**src/hw/renameTypes.sv**
```systemverilog
/*
 * Shared sizes, widths and index types of the rename stage
 * Op kind and serializer phase enums
 * Packed structs passed between stage, map table and active list
 */
`default_nettype none

package renameTypes;

    // Group and register file sizes
    localparam int RENAME_WIDTH = 2;
    localparam int LOG_REG_NUM = 16;
    localparam int PHY_REG_NUM = 32;
    localparam int FREE_LIST_DEPTH = PHY_REG_NUM - LOG_REG_NUM;
    localparam int ACTIVE_LIST_DEPTH = 16;

    localparam int LOG_REG_WIDTH = $clog2(LOG_REG_NUM);
    localparam int PHY_REG_WIDTH = $clog2(PHY_REG_NUM);
    localparam int AL_PTR_WIDTH = $clog2(ACTIVE_LIST_DEPTH);
    localparam int FL_PTR_WIDTH = $clog2(FREE_LIST_DEPTH);
    localparam int PC_WIDTH = 16;

    typedef logic [LOG_REG_WIDTH-1:0] LogRegNum;
    typedef logic [PHY_REG_WIDTH-1:0] PhyRegNum;
    typedef logic [AL_PTR_WIDTH-1:0] ActiveListPtr;
    // One extra bit so a full list is representable
    typedef logic [AL_PTR_WIDTH:0] ActiveListCount;
    typedef logic [FL_PTR_WIDTH-1:0] FreeListPtr;
    typedef logic [FL_PTR_WIDTH:0] FreeListCount;
    typedef logic [PC_WIDTH-1:0] ProgramCounter;

    typedef enum logic [2:0] {
        OP_ALU,
        OP_LOAD,
        OP_STORE,
        OP_BRANCH,
        OP_SERIAL
    } OpKind;

    typedef enum logic {
        PHASE_NORMAL,
        // Serial op dispatched, waiting for its own commit
        PHASE_WAIT_OWN
    } SerialPhase;

    typedef struct packed {
        logic valid;
        OpKind kind;
        LogRegNum srcA;
        LogRegNum srcB;
        LogRegNum dst;
        logic writeReg;
        ProgramCounter pc;
    } DecodedOp;

    typedef struct packed {
        logic valid;
        OpKind kind;
        PhyRegNum phySrcA;
        PhyRegNum phySrcB;
        PhyRegNum phyDst;
        PhyRegNum phyPrevDst;
        logic writeReg;
        ActiveListPtr alPtr;
        ProgramCounter pc;
    } RenamedOp;

    typedef struct packed {
        LogRegNum logDst;
        PhyRegNum phyDst;
        PhyRegNum phyPrevDst;
        logic writeReg;
        OpKind kind;
    } ActiveListEntry;

    typedef struct packed {
        logic valid;
        ActiveListEntry entry;
    } CommitInfo;

    typedef struct packed {
        logic valid;
        PhyRegNum phyReg;
    } FreedReg;

    // writeReg here is already qualified by the slot's valid bit
    typedef struct packed {
        logic update;
        LogRegNum srcA;
        LogRegNum srcB;
        LogRegNum dst;
        logic writeReg;
    } MapRequest;

    typedef struct packed {
        PhyRegNum phySrcA;
        PhyRegNum phySrcB;
        PhyRegNum phyDst;
        PhyRegNum phyPrevDst;
    } MapResult;

endpackage

`default_nettype wire

```
**src/hw/renameMapTable.sv**
```systemverilog
/*
 * Logical to physical register map with identity reset
 * Free-list FIFO of physical registers
 * Bypass of older destinations to younger slots in a group
 */
`timescale 1ns/1ps
`default_nettype none

module renameMapTable (
    input  logic clk,
    input  logic rst,
    input  renameTypes::MapRequest [renameTypes::RENAME_WIDTH-1:0] mapReq,
    input  renameTypes::FreedReg freedReg,
    output renameTypes::MapResult [renameTypes::RENAME_WIDTH-1:0] mapRes,
    output logic mapAllocatable
);

    renameTypes::PhyRegNum mapTable [renameTypes::LOG_REG_NUM];
    renameTypes::PhyRegNum freeList [renameTypes::FREE_LIST_DEPTH];
    renameTypes::FreeListPtr flHead;
    renameTypes::FreeListPtr flTail;
    renameTypes::FreeListCount flCount;

    renameTypes::FreeListCount needed;
    renameTypes::FreeListCount popCount;
    renameTypes::PhyRegNum allocDst [renameTypes::RENAME_WIDTH];

    // Each writing slot takes the next free entry in slot order
    always_comb begin
        needed = '0;
        popCount = '0;
        for (int i = 0; i < renameTypes::RENAME_WIDTH; i++) begin
            allocDst[i] = freeList[flHead + needed[renameTypes::FL_PTR_WIDTH-1:0]];
            if (mapReq[i].writeReg) begin
                needed = needed + 1'b1;
                if (mapReq[i].update) begin
                    popCount = popCount + 1'b1;
                end
            end
        end
        mapAllocatable = flCount >= needed;
    end

    always_comb begin
        for (int i = 0; i < renameTypes::RENAME_WIDTH; i++) begin
            mapRes[i].phySrcA = mapTable[mapReq[i].srcA];
            mapRes[i].phySrcB = mapTable[mapReq[i].srcB];
            mapRes[i].phyPrevDst = mapTable[mapReq[i].dst];
            mapRes[i].phyDst = allocDst[i];

            // Youngest older writer of the same register wins
            for (int j = 0; j < i; j++) begin
                if (mapReq[j].writeReg) begin
                    if (mapReq[j].dst == mapReq[i].srcA) begin
                        mapRes[i].phySrcA = allocDst[j];
                    end
                    if (mapReq[j].dst == mapReq[i].srcB) begin
                        mapRes[i].phySrcB = allocDst[j];
                    end
                    if (mapReq[j].dst == mapReq[i].dst) begin
                        mapRes[i].phyPrevDst = allocDst[j];
                    end
                end
            end

            // Non-writing ops carry no destination
            if (!mapReq[i].writeReg) begin
                mapRes[i].phyDst = '0;
                mapRes[i].phyPrevDst = '0;
            end
        end
    end

    always_ff @(posedge clk) begin
        if (rst) begin
            for (int i = 0; i < renameTypes::LOG_REG_NUM; i++) begin
                mapTable[i] <= renameTypes::PhyRegNum'(i);
            end
            for (int i = 0; i < renameTypes::FREE_LIST_DEPTH; i++) begin
                freeList[i] <= renameTypes::PhyRegNum'(renameTypes::LOG_REG_NUM + i);
            end
            flHead <= '0;
            flTail <= '0;
            flCount <= renameTypes::FreeListCount'(renameTypes::FREE_LIST_DEPTH);
        end else begin
            // Later slots overwrite earlier ones on the same register
            for (int i = 0; i < renameTypes::RENAME_WIDTH; i++) begin
                if (mapReq[i].update && mapReq[i].writeReg) begin
                    mapTable[mapReq[i].dst] <= allocDst[i];
                end
            end
            if (freedReg.valid) begin
                freeList[flTail] <= freedReg.phyReg;
                flTail <= flTail + 1'b1;
            end
            flHead <= flHead + popCount[renameTypes::FL_PTR_WIDTH-1:0];
            flCount <= flCount - popCount + renameTypes::FreeListCount'(freedReg.valid);
        end
    end

endmodule

`default_nettype wire

```
**src/hw/activeList.sv**
```systemverilog
/*
 * Circular in-order active list
 * Pushes up to RENAME_WIDTH entries per cycle, pops one on commit
 */
`timescale 1ns/1ps
`default_nettype none

module activeList (
    input  logic clk,
    input  logic rst,
    input  logic [renameTypes::RENAME_WIDTH-1:0] pushValid,
    input  renameTypes::ActiveListEntry [renameTypes::RENAME_WIDTH-1:0] pushEntry,
    input  logic commitReq,
    output renameTypes::ActiveListPtr [renameTypes::RENAME_WIDTH-1:0] tailPtr,
    output logic allocatable,
    output logic empty,
    output renameTypes::CommitInfo commitOut,
    output renameTypes::FreedReg freedReg
);

    renameTypes::ActiveListEntry entries [renameTypes::ACTIVE_LIST_DEPTH];
    renameTypes::ActiveListPtr head;
    renameTypes::ActiveListPtr tail;
    renameTypes::ActiveListCount count;
    renameTypes::ActiveListCount pushCount;
    logic pop;

    // Slots are packed in order behind the current tail
    always_comb begin
        pushCount = '0;
        for (int i = 0; i < renameTypes::RENAME_WIDTH; i++) begin
            tailPtr[i] = tail + pushCount[renameTypes::AL_PTR_WIDTH-1:0];
            if (pushValid[i]) begin
                pushCount = pushCount + 1'b1;
            end
        end
    end

    assign empty = count == '0;
    assign allocatable = (renameTypes::ACTIVE_LIST_DEPTH - count) >= renameTypes::RENAME_WIDTH;
    assign pop = commitReq && !empty;

    // Commit straight from the head entry
    always_comb begin
        commitOut.valid = pop;
        commitOut.entry = entries[head];
        freedReg.valid = pop && entries[head].writeReg;
        freedReg.phyReg = entries[head].phyPrevDst;
    end

    always_ff @(posedge clk) begin
        for (int i = 0; i < renameTypes::RENAME_WIDTH; i++) begin
            if (pushValid[i]) begin
                entries[tailPtr[i]] <= pushEntry[i];
            end
        end
    end

    always_ff @(posedge clk) begin
        if (rst) begin
            head <= '0;
            tail <= '0;
            count <= '0;
        end else begin
            tail <= tail + pushCount[renameTypes::AL_PTR_WIDTH-1:0];
            if (pop) begin
                head <= head + 1'b1;
            end
            count <= count + pushCount - renameTypes::ActiveListCount'(pop);
        end
    end

endmodule

`default_nettype wire

```
**src/hw/renameStage.sv**
```systemverilog
/*
 * Rename pipeline register and stall decision
 * Serializer FSM for ops that must run alone
 * Assembly of map and active-list results into dispatch packets
 */
`timescale 1ns/1ps
`default_nettype none

module renameStage (
    input  logic clk,
    input  logic rst,
    input  renameTypes::DecodedOp [renameTypes::RENAME_WIDTH-1:0] decodeOps,
    input  logic dispatchStall,
    input  renameTypes::MapResult [renameTypes::RENAME_WIDTH-1:0] mapRes,
    input  logic mapAllocatable,
    input  renameTypes::ActiveListPtr [renameTypes::RENAME_WIDTH-1:0] alTailPtr,
    input  logic alAllocatable,
    input  logic alEmpty,
    output logic stallUpper,
    output renameTypes::MapRequest [renameTypes::RENAME_WIDTH-1:0] mapReq,
    output logic [renameTypes::RENAME_WIDTH-1:0] alPushValid,
    output renameTypes::ActiveListEntry [renameTypes::RENAME_WIDTH-1:0] alPushEntry,
    output renameTypes::RenamedOp [renameTypes::RENAME_WIDTH-1:0] dispatchOps
);

    renameTypes::DecodedOp [renameTypes::RENAME_WIDTH-1:0] pipeReg;
    logic [renameTypes::RENAME_WIDTH-1:0] valid;
    logic [renameTypes::RENAME_WIDTH-1:0] update;
    logic serialize;
    renameTypes::SerialPhase phase;
    renameTypes::SerialPhase nextPhase;

    // Held op stays in place while the stage stalls
    always_ff @(posedge clk) begin
        if (rst) begin
            for (int i = 0; i < renameTypes::RENAME_WIDTH; i++) begin
                pipeReg[i].valid <= 1'b0;
            end
        end else if (!stallUpper) begin
            pipeReg <= decodeOps;
        end
    end

    always_ff @(posedge clk) begin
        if (rst) begin
            phase <= renameTypes::PHASE_NORMAL;
        end else if (!dispatchStall) begin
            phase <= nextPhase;
        end
    end

    // Serial ops only ever arrive alone in slot 0
    always_comb begin
        serialize = 1'b0;
        nextPhase = renameTypes::PHASE_NORMAL;
        if (phase == renameTypes::PHASE_NORMAL) begin
            if (valid[0] && pipeReg[0].kind == renameTypes::OP_SERIAL) begin
                if (!alEmpty) begin
                    // Drain all older ops first
                    serialize = 1'b1;
                end else begin
                    nextPhase = renameTypes::PHASE_WAIT_OWN;
                end
            end
        end else if (!alEmpty) begin
            serialize = 1'b1;
            nextPhase = renameTypes::PHASE_WAIT_OWN;
        end
    end

    always_comb begin
        for (int i = 0; i < renameTypes::RENAME_WIDTH; i++) begin
            valid[i] = pipeReg[i].valid;
        end
        stallUpper = ((|valid) && (!mapAllocatable || !alAllocatable))
            || serialize || dispatchStall;
    end

    always_comb begin
        for (int i = 0; i < renameTypes::RENAME_WIDTH; i++) begin
            update[i] = valid[i] && !stallUpper;

            mapReq[i].update = update[i];
            mapReq[i].srcA = pipeReg[i].srcA;
            mapReq[i].srcB = pipeReg[i].srcB;
            mapReq[i].dst = pipeReg[i].dst;
            // Kept free of the stall so allocatable has no loop through it
            mapReq[i].writeReg = valid[i] && pipeReg[i].writeReg;

            alPushValid[i] = update[i];
            alPushEntry[i].logDst = pipeReg[i].dst;
            alPushEntry[i].phyDst = mapRes[i].phyDst;
            alPushEntry[i].phyPrevDst = mapRes[i].phyPrevDst;
            alPushEntry[i].writeReg = pipeReg[i].writeReg;
            alPushEntry[i].kind = pipeReg[i].kind;

            dispatchOps[i].valid = update[i];
            dispatchOps[i].kind = pipeReg[i].kind;
            dispatchOps[i].phySrcA = mapRes[i].phySrcA;
            dispatchOps[i].phySrcB = mapRes[i].phySrcB;
            dispatchOps[i].phyDst = mapRes[i].phyDst;
            dispatchOps[i].phyPrevDst = mapRes[i].phyPrevDst;
            dispatchOps[i].writeReg = pipeReg[i].writeReg;
            dispatchOps[i].alPtr = alTailPtr[i];
            dispatchOps[i].pc = pipeReg[i].pc;
        end
    end

endmodule

`default_nettype wire

```
**src/hw/renameCore.sv**
```systemverilog
/*
 * Top level of the rename block
 * Connects the stage, the map table and the active list
 */
`timescale 1ns/1ps
`default_nettype none

module renameCore (
    input  logic clk,
    input  logic rst,
    input  renameTypes::DecodedOp [renameTypes::RENAME_WIDTH-1:0] decodeOps,
    input  logic dispatchStall,
    input  logic commitReq,
    output logic stallUpper,
    output renameTypes::RenamedOp [renameTypes::RENAME_WIDTH-1:0] dispatchOps,
    output renameTypes::CommitInfo commitOut
);

    renameTypes::MapRequest [renameTypes::RENAME_WIDTH-1:0] mapReq;
    renameTypes::MapResult [renameTypes::RENAME_WIDTH-1:0] mapRes;
    logic mapAllocatable;
    logic [renameTypes::RENAME_WIDTH-1:0] alPushValid;
    renameTypes::ActiveListEntry [renameTypes::RENAME_WIDTH-1:0] alPushEntry;
    renameTypes::ActiveListPtr [renameTypes::RENAME_WIDTH-1:0] alTailPtr;
    logic alAllocatable;
    logic alEmpty;
    renameTypes::FreedReg freedReg;

    renameStage renameStage_inst (
        .clk            (clk),
        .rst            (rst),
        .decodeOps      (decodeOps),
        .dispatchStall  (dispatchStall),
        .mapRes         (mapRes),
        .mapAllocatable (mapAllocatable),
        .alTailPtr      (alTailPtr),
        .alAllocatable  (alAllocatable),
        .alEmpty        (alEmpty),
        .stallUpper     (stallUpper),
        .mapReq         (mapReq),
        .alPushValid    (alPushValid),
        .alPushEntry    (alPushEntry),
        .dispatchOps    (dispatchOps)
    );

    renameMapTable renameMapTable_inst (
        .clk            (clk),
        .rst            (rst),
        .mapReq         (mapReq),
        .freedReg       (freedReg),
        .mapRes         (mapRes),
        .mapAllocatable (mapAllocatable)
    );

    activeList activeList_inst (
        .clk         (clk),
        .rst         (rst),
        .pushValid   (alPushValid),
        .pushEntry   (alPushEntry),
        .commitReq   (commitReq),
        .tailPtr     (alTailPtr),
        .allocatable (alAllocatable),
        .empty       (alEmpty),
        .commitOut   (commitOut),
        .freedReg    (freedReg)
    );

endmodule

`default_nettype wire

```
**config.mk**
```make
export PLATFORM = sky130hd
export DESIGN_NAME = renameCore
export DESIGN_NICKNAME = d
export VERILOG_FILES = /design/src/hw/renameTypes.sv /design/src/hw/renameMapTable.sv /design/src/hw/activeList.sv /design/src/hw/renameStage.sv /design/src/hw/renameCore.sv
export SDC_FILE = /design/constraint.sdc
export NUM_CORES = 1
export LEC_CHECK = 0
export BUFFER_PORTS_ARGS = -buffer_cell sky130_fd_sc_hd__clkbuf_2
export CAP_MARGIN = 20
export CORE_MARGIN = 5
export CORE_UTILIZATION = 35
export DETAILED_ROUTE_END_ITERATION = 10
export PLACE_DENSITY = 0.49
export SETUP_SLACK_MARGIN = 0.02
export SYNTH_ARGS = -nofsm -noshare
export SYNTH_HDL_FRONTEND = slang
export SYNTH_SLANG_ARGS = --single-unit
export TNS_END_PERCENT = 1
```
**constraint.sdc**
```tcl
create_clock -name clk -period 6 [get_ports clk]
set_input_delay 1.2 -clock clk [delete_from_list [all_inputs] [get_ports clk]]
set_output_delay 1.2 -clock clk [all_outputs]
set_load 0.02 [all_outputs]
```
Word-level counts from Yosys, hierarchy flattened:

Memories as Yosys holds them, arrays and structs flattened. A register that Yosys moved wholly into a read port is not among the register bits.
Cells that the tools add are included.
Widths: inputs -> output; s select.

* bits in writable memories: 448
* logic and storage cells: 122
* output and inout bits: 110
* register bits after elaboration: 93
* memories kept: 3

Memory list
* activeList_inst.entries: words 16, width 18, rd ports 1, clocked after memory_dff 1, wr ports 2, line activeList.sv:21 `renameTypes::ActiveListEntry entries [renameTypes::ACTIVE_LIST_DEPTH];`
* renameMapTable_inst.freeList: words 16, width 5, rd ports 2, clocked after memory_dff 1, wr ports 16, line renameMapTable.sv:19 `renameTypes::PhyRegNum freeList [renameTypes::FREE_LIST_DEPTH];`
* renameMapTable_inst.mapTable: words 16, width 5, rd ports 6, clocked after memory_dff 6, wr ports 16, line renameMapTable.sv:18 `renameTypes::PhyRegNum mapTable [renameTypes::LOG_REG_NUM];`

* add/subtract/negate cells: 14
* reduce and logical (&&, ||, !) cells: 23
* bitwise operators: 2
* multiplexer cells: 53
* $lt $le $gt $ge: 2
* equality and inequality tests: 4

Operators with widths (number)
* $mux 5: 12
* $mux 4: 12
* $ge 32x2->1 const B: 1
* $mux 10: 3
* $mux 1: 26
* $reduce_or 5->1: 3
* $eq 4x4->1: 3
* $logic_and 1x1->1: 10
* $add 4x1->4: 2
* $add 4x1->4 const B: 2
* $add 4x4->4: 2
* $sub 5x5->6 const A: 1
* $add 5x1->5: 1
* $add 5x1->5 const B: 1
* $add 5x5->5: 1
* $ge 5x5->1: 1
* $logic_not 5->1: 1
* $sub 5x1->5: 1
* $sub 5x5->5: 1
* $add 1x1->2 const B: 2
* $logic_not 1->1: 4
* $eq 3x3->1 const B: 1
* $logic_or 1x1->1: 3
* $not 1->1: 2
* other kinds (2): 2

Logic depth before layout (Yosys ltp):

* depth in word-level cells: 19
* mapped depth: 23

By module:

A second synthesis with hierarchy kept.

* cells, all modules: 2267
* area, all modules: 31888.1 µm²

By module, submodules not included
* activeList: seq. area each 8988.6 µm², times used 1, area an instance 15577.4 µm², cells each 1065
* renameMapTable: seq. area each 5064.9 µm², times used 1, area an instance 13041.3 µm², cells each 962
* renameStage: seq. area each 1981.9 µm², times used 1, area an instance 3269.4 µm², cells each 240

Worst setup path after synthesis:

Ideal clock, no wire load.

* kind: register to register
* from: register renameStage_inst.pipeReg (netlist bit renameStage_inst.alPushEntry[21])
* to: memory activeList_inst.entries[12][0] (netlist bit), enable pin
* clock period less this slack: 5.593 ns
* arrival: 5.196 ns
* slack: 0.407 ns
* stages on the path, launching flop included: 21
* path through: edfxtp_1 -> nand2_1 -> inv_1 -> clkbuf_1 -> ha_1 -> ha_1 -> nand4b_1 -> o2111ai_1 -> o221a_2 -> buf_4 -> clkbuf_1 -> clkbuf_1 -> and2_1 -> ha_1 -> ha_1 -> or2_2 -> nor4_2 -> and2_1 -> buf_4 -> buf_4 -> o21bai_1

RTL lines
* start: declaration: line renameStage.sv:26 `renameTypes::DecodedOp [renameTypes::RENAME_WIDTH-1:0] pipeReg;`
* start signal: assignment: line renameStage.sv:40 `pipeReg <= decodeOps;`
* end: declaration: line activeList.sv:21

==> flow_summary.toml <==
[floorplan]
start_util_pct = 35.36
pin_count = 180
dieArea_um2 = 100700
die_height_um = 317.3
rows = 112
core_um2 = 93470
die_width_um = 317.3

[clock_tree]
cts-root-buf = "clkbuf_16"
numCtsBuffers = 70
clk_pin_slew_ns = 0.06
cts_sinks = 569
cts_setup_buffers = 0
tritoncts = "done"
ctsResizeCount = 0
hold_buffers = 0
clock_path_buffers = 3
clk_latency_ns = 0.63
cts.htree.levels = 3

[routing]
antenna_left = 0
drtIter0Drc = 2637
num_vias = 22660
drt_drc_violations_left = 0
avgViaCountPerCell = 6.038
wire_per_inst_um = 30.65
wl_um = 115000
drtPass1Iterations = 6

[power]
leakage_nw = 12.02
p_per_area_nw_per_um2 = 350.6
clock_power_share_pct = 32.3
p_comb_share_pct = 29.5
p_switching_mw = 4.372
seqPwrFrac_pct = 38.2
p_int_mw = 8.706
switching_share_pct = 33.43
ir_worst_vdd_v = 0.0001958

[setup_path]
crit_type = "flip-flop to primary output"
worstPathMaxFanout = 17
startpoint_type = "flip-flop"
cp-end-kind = "primary output"
path_cells = "nand2_1 -> inv_2 -> ha_1 -> buf_4 -> buf_4 -> mux2i_1 -> mux4_2 -> mux2i_2 -> buf_4 -> nand2_1 -> buf_4 -> inv_1 -> clkbuf_2"
crit_path_frequent_cell = "buf_4"
worst_ep_arrival_time_ns = 4.24
cp_slowest_stage_delay_ns = 0.67
critPathRequiredTime_ns = 4.80
cp_slowest_cell = "ha_1"

[logic_synthesis]
synth-seq-cells = 569
synth_edf_count = 512
syn-num-nets = 2479
synth_cells = 2368
async_flop_share_pct = 0
synth.avg_cell_area_um2 = 13.96
ys_seq_area_share_pct = 49.97
ys_warn_count = 0
ys_types = 64
ys.flop_type = "edfxtp_1"
syn_area_um2 = 33050

[global_routing]
grt_pass1_wl_um = 165400
overflow = 0
grt_use_total_pct = 22.52
grt_pass1_vias = 22800
antenna_found_initial = 5
grt_max_degree = 62

[place]
globalplace.congestion = 0.8952
dpl_cell_area_um2 = 35000
dp_slack_ns = 0.7379
place_hpwl_um = 78250
io_buffers = 179

[finish]
finalInstanceArea_um2 = 37300
nFillCells = 8716
syn_to_final_growth_pct = 12.86
drive_above_1_share_pct = 35.95
utilization_pct = 39.91
fin_nets = 2553

[timing]
rsz0062_at_grt = "no"
report.final.slew_viol_count = 0
setup_viol = 0
tightest_slew_ns = 1.175
period_share_pct = 90.72
holdWs_ns = 0.4739
tns_ns = 0
fin_ws_ns = 0.5569
fmax_ghz = 0.1837
slew_headroom_pct = 21.65
hold_viol_final = 0
min_period_ns = 5.443
worst_clock_skew_ns = 0.02893

[run_status]
outcome = "finished clean"

[min_path]
min_path_type = "flip-flop to flip-flop"

[flow_run]
drv_cap = 0
-- final cells by class --
cell class	count	area [µm²]	share of cell area, %
sequential	569	16520	44.30
antenna	1	2.502	0.006708
clock buffer	92	1939	5.199
timing repair buffer	298	1819	4.877
inverter	41	158.9	0.4260
tap	1254	1569	4.206
multi-input combinational	1462	14960	40.10
clock inverter	36	332.8	0.8922
-- cells in the final DEF, fill, tap and decap left out, types with 5 or more instances in the layout --
cell / count
o21bai_2: 9
and3_1: 8
or3_1: 17
clkinv_1: 9
clkinv_2: 13
nor4_1: 8
clkbuf_1: 16
nand4_1: 10
edfxtp_1: 512
mux2i_2: 5
mux4_2: 264
nor2b_1: 31
mux2_2: 158
o22ai_2: 5
nor2_1: 77
nand3_1: 71
nand2_1: 125
inv_1: 37
nor4_4: 11
xnor2_1: 16
nor3b_1: 5
a31oi_1: 104
dfxtp_1: 54
bufinv_16: 5
clkbuf_16: 74
a21oi_1: 94
and2_1: 33
mux2i_1: 129
nor3_1: 72
mux2_1: 22
o31ai_1: 35
nand2b_1: 12
ha_1: 37
clkbuf_2: 180
o21ai_0: 13
xor2_1: 12
buf_4: 116
a21o_1: 18
or2_2: 9
-- state kept, by name (all words and copies together) (netlist names), 5 cells and up, named ones only --
| name | cells |
|---|---|
| renameMapTable_inst.mapTable | 80 |
| renameStage_inst.alPushEntry | 16 |
| activeList_inst.entries | 288 |
| renameStage_inst.dispatchOps | 32 |
| renameMapTable_inst.flCount | 5 |
| activeList_inst.count | 5 |
| renameStage_inst.mapReq | 16 |
| renameMapTable_inst.freeList | 80 |
-- per-layer routing --
layer / share of wire [%] / global-route usage, % / up-vias
li1: - / - / 9458
met1: 41 / 30.68 / 11680
met2: 47 / 36.37 / 1271
met3: 9.1 / 4.920 / 246
met4: 3.1 / 6.809 / 8
met5: 0.043 / 0 / -
-- critical path: cells and delay by family (launching register included) --
family,cells,cell delay (ns)
adders and majority gates,1,0.67
DFF,1,0.40
buffers and inverters,7,1.41
muxes,3,0.88
and+or+nand+nor,2,0.23
-- Yosys cell counts (17+ instances only) --
cell | instances | area (µm²)
buf_2 | 32 | 160.2
nand3_1 | 71 | 355.3
nand2_1 | 125 | 469.2
a21oi_1 | 94 | 470.5
dfxtp_1 | 57 | 1141
nor3_1 | 72 | 360.4
mux2i_1 | 132 | 1321
nor2b_1 | 31 | 193.9
o31ai_1 | 39 | 292.8
mux2_2 | 158 | 1779
and2_1 | 33 | 206.5
mux4_2 | 264 | 5946
clkbuf_1 | 139 | 521.8
edfxtp_1 | 512 | 15370
a21o_1 | 18 | 135.1
ha_1 | 37 | 462.9
buf_1 | 22 | 82.58
inv_1 | 37 | 138.9
a31oi_1 | 104 | 650.6
nor2_1 | 78 | 292.8
or3_1 | 17 | 106.4
mux2_1 | 22 | 247.7
buf_4 | 92 | 690.7
-- worst paths after layout --
path	from	endpoint	slack [ns]	depth (start not counted)
setup / recovery	renameStage_inst.alPushEntry[3]	dispatchOps[74]	0.56	13
hold reg to reg	renameStage_inst.mapReq[9]	flip-flop	0.47	1
setup reg to reg	renameStage_inst.pipeReg[65]	activeList_inst.entries[12][0]	0.57	15
hold / removal	renameStage_inst.mapReq[9]	flip-flop	0.47	1
-- power groups by stage --
| stage | logic (mW) | clock network (mW) | registers, mW |
|---|---|---|---|
| finish | 3.86 | 4.23 | 5.00 |
| global route | 4.09 | 4.47 | 5.04 |
| CTS | 3.85 | 4.30 | 5.01 |
| detailed placement | 3.84 | 0 | 5.09 |
| global placement | 3.80 | 0 | 5.08 |
| floorplan | 2.88 | 0 | 4.79 |
-- per-stage QoR --
stage | std cells | power, mW
floorplan | 2368 | 7.666
global placement | 3622 | 8.888
detailed placement | 3622 | 8.929
CTS | 3750 | 13.16
global route | 3752 | 13.60
finish | 3753 | 13.08
-- logic make-up after synthesis --
group                    synth area share [%]
AO/OA/AOI/OAI                           5.867
XOR/XNOR                               0.9577
adder cells (fa/ha/maj)                 1.643
buffers and inverters                   5.258
flip-flops                              49.97
multiplexers                            28.20
AND/OR/NAND/NOR                         8.105
Power figures use the tool's default switching activity.
